==> config.mk <==
export PLATFORM = sky130hd
export DESIGN_NAME = c64_loader_top
export DESIGN_NICKNAME = d
export VERILOG_FILES = /design/src/verilog/loader_pkg.sv /design/src/verilog/audio_pkg.sv /design/src/verilog/crt_header_parser.sv /design/src/verilog/load_addr_gen.sv /design/src/verilog/mem_slot_writer.sv /design/src/verilog/audio_mixer.sv /design/src/verilog/c64_loader_top.sv
export SDC_FILE = /design/constraint.sdc
export NUM_CORES = 1
export LEC_CHECK = 0
export BUFFER_PORTS_ARGS = -buffer_cell sky130_fd_sc_hd__buf_2
export CAP_MARGIN = 20
export CORE_MARGIN = 2
export CORE_UTILIZATION = 51
export DETAILED_ROUTE_END_ITERATION = 6
export GPL_TIMING_DRIVEN = 0
export HOLD_SLACK_MARGIN = 0.03
export PLACE_DENSITY = 0.84
export RECOVER_POWER = 100
export REMOVE_ABC_BUFFERS = 1
export SKIP_LAST_GASP = 1
export SLEW_MARGIN = 5
export SYNTH_ARGS = -nofsm -noshare
export SYNTH_HDL_FRONTEND = slang
export SYNTH_SLANG_ARGS = --single-unit
==> constraint.sdc <==
create_clock -name clk_sys -period 4.87 [get_ports clk_sys]
set_input_delay 0.7305 -clock clk_sys [delete_from_list [all_inputs] [get_ports clk_sys]]
set_output_delay 0.7305 -clock clk_sys [all_outputs]
set_load 0.03 [all_outputs]
==> src/verilog/loader_pkg.sv <==
// Download port, RAM write and cartridge record types; RAM addresses are 25 bits and bytes are 8
package loader_pkg;

	// ========================================
	// Basic types
	// ========================================
	typedef logic [24:0] ram_addr_t;

	// Host download port as one bundle
	typedef struct packed {
		logic       download;
		logic       wr;
		logic [7:0] index;
		ram_addr_t  addr;
		logic [7:0] data;
	} ioctl_bus_t;

	// One byte write to external RAM
	typedef struct packed {
		ram_addr_t  addr;
		logic [7:0] data;
	} mem_wr_t;

	typedef struct packed {
		logic [15:0] id;
		logic [7:0]  exrom;
		logic [7:0]  game;
	} crt_info_t;

	// Chip packet record, big-endian fields as in the CRT file
	typedef struct packed {
		logic [7:0]  chip_type;
		logic [15:0] bank;
		logic [15:0] load_addr;
		logic [15:0] size;
	} bank_rec_t;

	// ========================================
	// File indices and addresses
	// ========================================
	localparam logic [7:0] IDX_PRG     = 8'd4;
	localparam logic [7:0] IDX_CRT     = 8'd5;
	localparam logic [7:0] IDX_CRT_ALT = 8'hC0;
	localparam logic [7:0] IDX_TAP     = 8'd6;

	localparam ram_addr_t CRT_BASE   = 25'h100000;
	localparam ram_addr_t TAP_BASE   = 25'h200000;
	localparam ram_addr_t ERASE_LAST = 25'h00FFFF;

	localparam int ERASE_GAP = 32;

	// CRT file layout
	localparam ram_addr_t CRT_CHIP_START   = 25'h40;
	localparam int        CRT_CHIP_HDR_LEN = 16;
	localparam ram_addr_t CRT_OFS_ID       = 25'h16;
	localparam ram_addr_t CRT_OFS_EXROM    = 25'h18;
	localparam ram_addr_t CRT_OFS_GAME     = 25'h19;

	// Both cartridge indices load the same way
	function automatic logic is_crt_index(input logic [7:0] idx);
		return (idx == IDX_CRT) || (idx == IDX_CRT_ALT);
	endfunction

endpackage

==> src/verilog/audio_pkg.sv <==
// Mixer types; sound-chip samples are 18-bit signed, FM and outputs are 16-bit signed
package audio_pkg;

	typedef struct packed {
		logic signed [17:0] sid_l;
		logic signed [17:0] sid_r;
		logic signed [15:0] fm;
		logic               fm_en;
		logic               tape;
	} audio_src_t;

	typedef struct packed {
		logic signed [15:0] left;
		logic signed [15:0] right;
	} audio_out_t;

	// Output clamp range
	localparam int AUD_MAX = 32767;
	localparam int AUD_MIN = -32768;

	// Tape click weight
	localparam int TAPE_SHIFT = 10;

endpackage

==> src/verilog/crt_header_parser.sv <==
// Expects a CRT file starting at offset 0; chip packets must follow each other without gaps
`timescale 1ns/1ps

module crt_header_parser import loader_pkg::*; (
	input  logic       clk_sys,
	input  logic       reset_n,
	input  ioctl_bus_t ioctl_i,
	output logic       payload_o,
	output logic       align_o,
	output logic       bank_wr_o,
	output logic       cart_attached_o,
	output crt_info_t  crt_info_o,
	output bank_rec_t  bank_rec_o
);

	logic        crt_wr;
	logic        chip_byte;
	logic        old_download;
	logic [3:0]  hdr_cnt;
	logic [31:0] blk_len;

	assign crt_wr    = ioctl_i.wr && is_crt_index(ioctl_i.index);
	assign chip_byte = crt_wr && (ioctl_i.addr >= CRT_CHIP_START);

	// A new chip header starts when the last packet is used up
	assign align_o   = chip_byte && (blk_len == '0) && (hdr_cnt == '0);
	assign payload_o = chip_byte && (blk_len != '0) && (hdr_cnt == '0);

	// ========================================
	// Chip header counter and attach state
	// ========================================
	always_ff @(posedge clk_sys) begin
		if (!reset_n) begin
			hdr_cnt         <= '0;
			blk_len         <= '0;
			bank_wr_o       <= 1'b0;
			old_download    <= 1'b0;
			cart_attached_o <= 1'b0;
		end else begin
			old_download <= ioctl_i.download;
			bank_wr_o    <= 1'b0;

			if (crt_wr && ioctl_i.addr == '0) begin
				hdr_cnt <= '0;
				blk_len <= '0;
			end else if (align_o) begin
				hdr_cnt <= 4'd1;
			end else if (chip_byte && hdr_cnt != '0) begin
				hdr_cnt <= hdr_cnt + 4'd1;
				// Packet length is big-endian and includes the header
				case (hdr_cnt)
					4'd4: blk_len[31:24] <= ioctl_i.data;
					4'd5: blk_len[23:16] <= ioctl_i.data;
					4'd6: blk_len[15:8]  <= ioctl_i.data;
					4'd7: blk_len[7:0]   <= ioctl_i.data;
					4'd8: blk_len        <= blk_len - 32'(CRT_CHIP_HDR_LEN);
					default: ;
				endcase
				if (hdr_cnt == 4'(CRT_CHIP_HDR_LEN - 1))
					bank_wr_o <= 1'b1;
			end else if (payload_o) begin
				blk_len <= blk_len - 32'd1;
			end

			// Detached while loading, attached once the file is complete
			if (old_download != ioctl_i.download && is_crt_index(ioctl_i.index))
				cart_attached_o <= old_download;
		end
	end

	// ========================================
	// Header fields
	// ========================================
	always_ff @(posedge clk_sys) begin
		if (crt_wr) begin
			if (ioctl_i.addr == CRT_OFS_ID)         crt_info_o.id[15:8] <= ioctl_i.data;
			if (ioctl_i.addr == CRT_OFS_ID + 25'd1) crt_info_o.id[7:0]  <= ioctl_i.data;
			if (ioctl_i.addr == CRT_OFS_EXROM)      crt_info_o.exrom    <= ioctl_i.data;
			if (ioctl_i.addr == CRT_OFS_GAME)       crt_info_o.game     <= ioctl_i.data;
		end
		if (chip_byte) begin
			case (hdr_cnt)
				4'd9:  bank_rec_o.chip_type       <= ioctl_i.data;
				4'd10: bank_rec_o.bank[15:8]      <= ioctl_i.data;
				4'd11: bank_rec_o.bank[7:0]       <= ioctl_i.data;
				4'd12: bank_rec_o.load_addr[15:8] <= ioctl_i.data;
				4'd13: bank_rec_o.load_addr[7:0]  <= ioctl_i.data;
				4'd14: bank_rec_o.size[15:8]      <= ioctl_i.data;
				4'd15: bank_rec_o.size[7:0]       <= ioctl_i.data;
				default: ;
			endcase
		end
	end

endmodule

==> src/verilog/load_addr_gen.sv <==
// Host must not write while a request is outstanding; erase start is ignored while erasing
`timescale 1ns/1ps

module load_addr_gen import loader_pkg::*; (
	input  logic       clk_sys,
	input  logic       reset_n,
	input  ioctl_bus_t ioctl_i,
	input  logic       payload_i,
	input  logic       align_i,
	input  logic       erase_start_i,
	input  logic       issued_i,
	output logic       req_o,
	output mem_wr_t    req_wr_o
);

	ram_addr_t  load_addr;
	ram_addr_t  cur_addr;
	ram_addr_t  wr_addr;
	logic       prg_wr;
	logic       tap_wr;
	logic       store_byte;
	logic       erasing;
	logic       erase_wait;
	logic [5:0] erase_to;

	// The address moves on as soon as the writer reports the issue
	assign cur_addr = issued_i ? load_addr + 25'd1 : load_addr;

	assign prg_wr = ioctl_i.index == IDX_PRG;
	assign tap_wr = ioctl_i.index == IDX_TAP;

	// PRG skips the two address bytes, cartridge stores only payload
	assign store_byte = (prg_wr && ioctl_i.addr > 25'd1) || payload_i || tap_wr;
	assign wr_addr    = (tap_wr && ioctl_i.addr == '0) ? TAP_BASE : cur_addr;

	always_ff @(posedge clk_sys) begin
		if (!reset_n) begin
			load_addr  <= '0;
			req_o      <= 1'b0;
			erasing    <= 1'b0;
			erase_wait <= 1'b0;
			erase_to   <= '0;
		end else begin
			req_o     <= 1'b0;
			load_addr <= cur_addr;

			if (erasing) begin
				if (issued_i) begin
					erase_wait <= 1'b0;
					if (load_addr == ERASE_LAST)
						erasing <= 1'b0;
				end else if (!erase_wait) begin
					erase_to <= erase_to + 6'd1;
					if (erase_to == 6'(ERASE_GAP - 1)) begin
						erase_to   <= '0;
						erase_wait <= 1'b1;
						req_o      <= 1'b1;
					end
				end
			end else if (erase_start_i) begin
				erasing    <= 1'b1;
				erase_wait <= 1'b0;
				erase_to   <= '0;
				load_addr  <= '0;
			end else if (ioctl_i.wr) begin
				req_o <= store_byte;

				// PRG load address comes from the file itself
				if (prg_wr && ioctl_i.addr == '0)
					load_addr <= ram_addr_t'(ioctl_i.data);
				if (prg_wr && ioctl_i.addr == 25'd1)
					load_addr[15:8] <= ioctl_i.data;

				if (is_crt_index(ioctl_i.index) && ioctl_i.addr == '0)
					load_addr <= CRT_BASE;
				// Round up to the next 8 KB bank unless already aligned
				if (align_i && cur_addr[12:0] != '0)
					load_addr <= {cur_addr[24:13] + 12'd1, 13'd0};

				if (tap_wr && ioctl_i.addr == '0)
					load_addr <= TAP_BASE;
			end
		end
	end

	// Striped fill while erasing, host byte otherwise
	always_ff @(posedge clk_sys) begin
		if (erasing)
			req_wr_o <= '{addr: load_addr, data: {8{load_addr[6]}}};
		else
			req_wr_o <= '{addr: wr_addr, data: ioctl_i.data};
	end

endmodule

==> src/verilog/mem_slot_writer.sv <==
// Holds a single write; a new request must not arrive while one is pending
`timescale 1ns/1ps

module mem_slot_writer import loader_pkg::*; (
	input  logic    clk_sys,
	input  logic    reset_n,
	input  logic    slot_i,
	input  logic    req_i,
	input  mem_wr_t req_wr_i,
	output logic    busy_o,
	output logic    issued_o,
	output logic    mem_we_o,
	output mem_wr_t mem_o
);

	logic    slot_d;
	logic    slot_fall;
	logic    pending;
	mem_wr_t pend_wr;

	assign slot_fall = slot_d && !slot_i;

	// Busy already in the request cycle so the host stalls at once
	assign busy_o = pending || req_i;

	always_ff @(posedge clk_sys) begin
		if (!reset_n) begin
			slot_d   <= 1'b0;
			pending  <= 1'b0;
			issued_o <= 1'b0;
			mem_we_o <= 1'b0;
		end else begin
			slot_d   <= slot_i;
			issued_o <= 1'b0;
			mem_we_o <= 1'b0;
			if (req_i) begin
				pending <= 1'b1;
			end else if (pending && slot_fall) begin
				pending  <= 1'b0;
				issued_o <= 1'b1;
				mem_we_o <= 1'b1;
			end
		end
	end

	always_ff @(posedge clk_sys) begin
		if (req_i)
			pend_wr <= req_wr_i;
		if (pending && slot_fall && !req_i)
			mem_o <= pend_wr;
	end

endmodule

==> src/verilog/audio_mixer.sv <==
// Two-cycle mixer; the 17-bit sum can wrap only when both sources sit at full scale
`timescale 1ns/1ps

module audio_mixer import audio_pkg::*; (
	input  logic       clk_sys,
	input  audio_src_t audio_i,
	output audio_out_t audio_o
);

	logic signed [16:0] sum_l;
	logic signed [16:0] sum_r;

	function automatic logic signed [16:0] mix(
		input logic signed [17:0] sid,
		input logic signed [15:0] fm,
		input logic               fm_en,
		input logic               tape
	);
		logic signed [16:0] acc;
		acc = 17'(sid >>> 2);
		if (fm_en)
			acc = acc + 17'(fm);
		acc = acc + (17'(tape) << TAPE_SHIFT);
		return acc;
	endfunction

	function automatic logic signed [15:0] clamp(input logic signed [16:0] v);
		if (v > AUD_MAX)
			return 16'(AUD_MAX);
		else if (v < AUD_MIN)
			return 16'(AUD_MIN);
		else
			return v[15:0];
	endfunction

	// Stage 1 sums, stage 2 clamps
	always_ff @(posedge clk_sys) begin
		sum_l         <= mix(audio_i.sid_l, audio_i.fm, audio_i.fm_en, audio_i.tape);
		sum_r         <= mix(audio_i.sid_r, audio_i.fm, audio_i.fm_en, audio_i.tape);
		audio_o.left  <= clamp(sum_l);
		audio_o.right <= clamp(sum_r);
	end

endmodule

==> src/verilog/c64_loader_top.sv <==
// RAM writes go out only in the slot given by slot_i; the host must honour ioctl_wait_o
`timescale 1ns/1ps

module c64_loader_top import loader_pkg::*, audio_pkg::*; (
	input  logic       clk_sys,
	input  logic       reset_n,
	input  ioctl_bus_t ioctl_i,
	input  logic       slot_i,
	input  logic       erase_start_i,
	input  audio_src_t audio_i,
	output logic       ioctl_wait_o,
	output logic       mem_we_o,
	output mem_wr_t    mem_o,
	output crt_info_t  crt_info_o,
	output bank_rec_t  bank_rec_o,
	output logic       bank_wr_o,
	output logic       cart_attached_o,
	output audio_out_t audio_o
);

	logic    payload;
	logic    align;
	logic    req;
	logic    issued;
	mem_wr_t req_wr;

	// ========================================
	// Loader path
	// ========================================
	crt_header_parser u_crt_parser (
		.clk_sys         (clk_sys),
		.reset_n         (reset_n),
		.ioctl_i         (ioctl_i),
		.payload_o       (payload),
		.align_o         (align),
		.bank_wr_o       (bank_wr_o),
		.cart_attached_o (cart_attached_o),
		.crt_info_o      (crt_info_o),
		.bank_rec_o      (bank_rec_o)
	);

	load_addr_gen u_addr_gen (
		.clk_sys       (clk_sys),
		.reset_n       (reset_n),
		.ioctl_i       (ioctl_i),
		.payload_i     (payload),
		.align_i       (align),
		.erase_start_i (erase_start_i),
		.issued_i      (issued),
		.req_o         (req),
		.req_wr_o      (req_wr)
	);

	// Host waits while a write is pending
	mem_slot_writer u_writer (
		.clk_sys  (clk_sys),
		.reset_n  (reset_n),
		.slot_i   (slot_i),
		.req_i    (req),
		.req_wr_i (req_wr),
		.busy_o   (ioctl_wait_o),
		.issued_o (issued),
		.mem_we_o (mem_we_o),
		.mem_o    (mem_o)
	);

	// ========================================
	// Audio
	// ========================================
	audio_mixer u_mixer (
		.clk_sys (clk_sys),
		.audio_i (audio_i),
		.audio_o (audio_o)
	);

endmodule

==> impl_metrics.yaml <==
run_status:
  status: "finished with violations"
  violations: "max-capacitance violations, max-slew violations"
route:
  drc_errors: 0
  wl_mm: 40.9
  dr_total_vias: 12800
  firstDrtPassIters: 5
  vias_per_cell: 5.99
  drt-wirelength-per-cell_um: 19.2
  antenna_left: 0
  drt_iter0_drc: 1394
final_layout:
  drive_above_1_share: 0.105
  mostFrequentLayoutCell: "clkbuf_1"
  final_cell_mix: "clkbuf_1 (181), dfxtp_1 (175), nand2_1 (155)"
  fillCellCount: 2455
  final_nets: 1870
  area_delta_synth_final_pct: 16.5
placed_design:
  io_buffers: 253
  hpwl_mm: 28.6
  place.gp.congestion: 0.951
cts:
  cts_tree: "yes"
  clock_latency_ns: 0.53
  clk_pin_slew_worst_paths_ns: 0.07
  hold_buffers: 0
  cts_setup_buffers: 0
  root_buffer: "clkbuf_16"
  htreeDepth: 2
  cts_num_sinks: 329
  clockBufferDepth: 3
  cts_buffers: 35
  cts_resized: 0
critical_path:
  crit_buf_inv: 1
  arrival_ns: 4.40
  criticalPathCategory: "flop to flop"
  required_ns: 5.20
  slowest_delay_ns: 1.48
  path_max_fanout: 10
  crit_path_top_delay_cell: "o311ai_0"
  startpoint_type: "flop"
  endpoint_kind: "flop"
  cp_top_family: "compound AO/OA/AOI/OAI gates"
  cp_cell_sequence: "inv_1, ha_1, nor3b_1, and2_0, and4_1, nand2_1, o311ai_0, nor2_1, a21oi_1, a211oi_1"
synth:
  synth.distinct_cells: 93
  synth_area_leaders: "edfxtp_1 (31%), dfxtp_1 (23%), o21ai_0 (4.5%), nand2_1 (3.9%), ha_1 (3.7%)"
  synthCells: 1478
  ys_seq_area_frac: 0.539
  yosysTopAreaCell: "edfxtp_1"
  async_flop_share: 0
  ys.warnings.count: 0
  ys_seq_elements: 329
  synth_top_area_share: 0.307
  synth_edf_count: 154
  ys.flop_type: "dfxtp_1"
  syn_area_per_cell_um2: 10.2
  synth_area_um2: 15100
floorplanning:
  core_area_um2: 28900
  rows: 62
  ios: 258
  die_area_um2: 30900
  die_x_um: 176
  initial_core_util: 0.521
  die_h_um: 176
sta:
  finalSetupTns_ns: 0
  hold_slack_ns: 0.403
  rsz0062_at_grt: "false"
  tightest_slew_ns: 1.88
  period_minus_slack_ns: 4.07
  clock-skew-final_ns: 0.0270
  finalHoldViolCount: 0
  post-route-period-util: 0.836
  slew-limit-headroom: -0.270
  fmax_mhz: 246
  slew_violations: 120
  finalSetupViolCount: 0
pwr:
  power_frac_comb: 0.100
  clkPwrFrac: 0.424
  swShare: 0.250
  ir_drop_mv: 0.304
  p_int_w: 0.00486
  power.density_nw_per_um2: 369
  cellLeakagePower_nw: 6.50
  p_sw_w: 0.00162
  pwr-share-seq: 0.477
global_routing:
  grtUsageTotal: 0.259
  first_global_vias: 12100
  antenna_found_initial: 1
  grt_pass1_wl_mm: 63.4
  overflow: 0
  grt_max_degree: 50
job:
  cap_violations: 5
hold_path:
  hold_path_class: "flop to flop"
## final timing paths
| path | startpoint | cells past startpoint | slack (ns) | endpoint |
|---|---|---|---|---|
| max | u_crt_parser.blk_len[4]$_SDFFE_PP0P_ | 10 | 0.80 | u_crt_parser.blk_len[31]$_SDFFE_PP0P_ |
| max reg2reg | u_crt_parser.blk_len[4]$_SDFFE_PP0P_ | 10 | 0.80 | u_crt_parser.blk_len[31]$_SDFFE_PP0P_ |
| min | u_addr_gen.req_wr_o[19]$_DFF_P_ | 0 | 0.40 | u_writer.pend_wr[19]$_DFFE_PP_ |
| min reg2reg | u_addr_gen.req_wr_o[19]$_DFF_P_ | 0 | 0.40 | u_writer.pend_wr[19]$_DFFE_PP_ |
## cells by family after synthesis
family,synth area share
and+or+nand+nor,0.173
DFF,0.539
AOI/OAI and AO/OA,0.169
xor gates and xnor gates,0.0341
buffers and inverters,0.0267
adders and majority gates,0.0400
muxes,0.0180
## power groups by stage
| stage | clock, W | sequential (W) | combinational [W] |
|---|---|---|---|
| 3_5_place_dp | 0 | 0.00314 | 0.000656 |
| 3_3_place_gp | 0 | 0.00313 | 0.000633 |
| 6_report | 0.00274 | 0.00309 | 0.000647 |
| 4_1_cts | 0.00278 | 0.00308 | 0.000661 |
| 2_1_floorplan | 0 | 0.00325 | 0.000297 |
| 5_1_grt | 0.00290 | 0.00310 | 0.000705 |
## state kept, by name, indices dropped and copies added (netlist names)
name,cells
u_writer.slot_d,1
u_writer.issued_o,1
u_crt_parser.bank_wr_o,1
u_mixer.audio_o,32
u_writer.pending,1
u_crt_parser.cart_attached_o,1
u_addr_gen.load_addr,25
u_crt_parser.hdr_cnt,4
u_crt_parser.crt_info_o,32
u_addr_gen.req_o,1
u_addr_gen.erasing,1
u_mixer.sum_l,17
u_addr_gen.erase_to,6
u_crt_parser.bank_rec_o,56
u_mixer.sum_r,17
u_crt_parser.blk_len,32
u_addr_gen.req_wr_o,33
u_writer.pend_wr,33
u_crt_parser.old_download,1
u_writer.mem_o,33
u_addr_gen.erase_wait,1
## layer usage
layer  vias to the layer above  wire (µm)  global-route usage
met1                      5934      16200               0.326
met4                         0       2560               0.155
met3                       178       3880              0.0550
met5                         -          0                   0
li1                       5962          -                   -
met2                       688      18300               0.409
## Yosys cell counts (all sizes together), types with 4 or more instances
master / n
a22oi: 8
a2111oi: 6
o31ai: 26
clkbuf: 45
xnor2: 39
nand3: 39
mux2i: 8
a31oi: 20
o211ai: 10
edfxtp: 154
nand2b: 13
ha: 45
or2: 5
nor4bb: 4
a21oi: 73
a211oi: 17
nor2: 136
and2: 15
nor4: 19
o21bai: 4
mux2: 17
o221ai: 4
nand4: 13
a311oi: 6
nor4b: 4
nor2b: 11
dfxtp: 175
and3: 21
nand2: 157
and4: 7
buf: 12
inv: 40
a21o: 15
a21boi: 4
or3: 17
o21ai: 146
o31a: 5
nor3b: 8
o22ai: 9
or4: 6
xor2: 18
o21a: 9
nor3: 42
## worst reg2reg max path, stage by stage (launching register included)
cell      delay [ns]
dfxtp_1         0.38
inv_1           0.10
ha_1            0.18
nor3b_1         0.55
and2_0          0.35
and4_1          0.27
nand2_1         0.10
o311ai_0        1.48
nor2_1          0.18
a21oi_1         0.23
a211oi_1        0.07
## metrics by stage
step / cell area (µm²) / cells / util / power [W] / worst slack, ns
floorplan: 14800 / 1421 / - / 0.00355 / 0.198
detailed placement: 16700 / 2066 / 0.577 / 0.00380 / 0.642
CTS: 17900 / 2128 / 0.618 / 0.00652 / 1.14
global placement: 16600 / 2058 / 0.573 / 0.00377 / -1.14
finish: 17600 / 2132 / 0.607 / 0.00648 / 0.799
global route: 17600 / 2132 / 0.607 / 0.00670 / 0.511
## final cells by class
type                    count  area, µm²  area share
diodes                      1       2.50    0.000143
clock buffers              41        920      0.0524
repair buffers            264       1130      0.0643
well taps                 384        480      0.0274
inverters                  41        154     0.00877
flip-flops and latches    329       8130       0.463
clock inverters            21        267      0.0152
multi-input cells        1051       6470       0.369
Power figures use the tool's default switching activity.
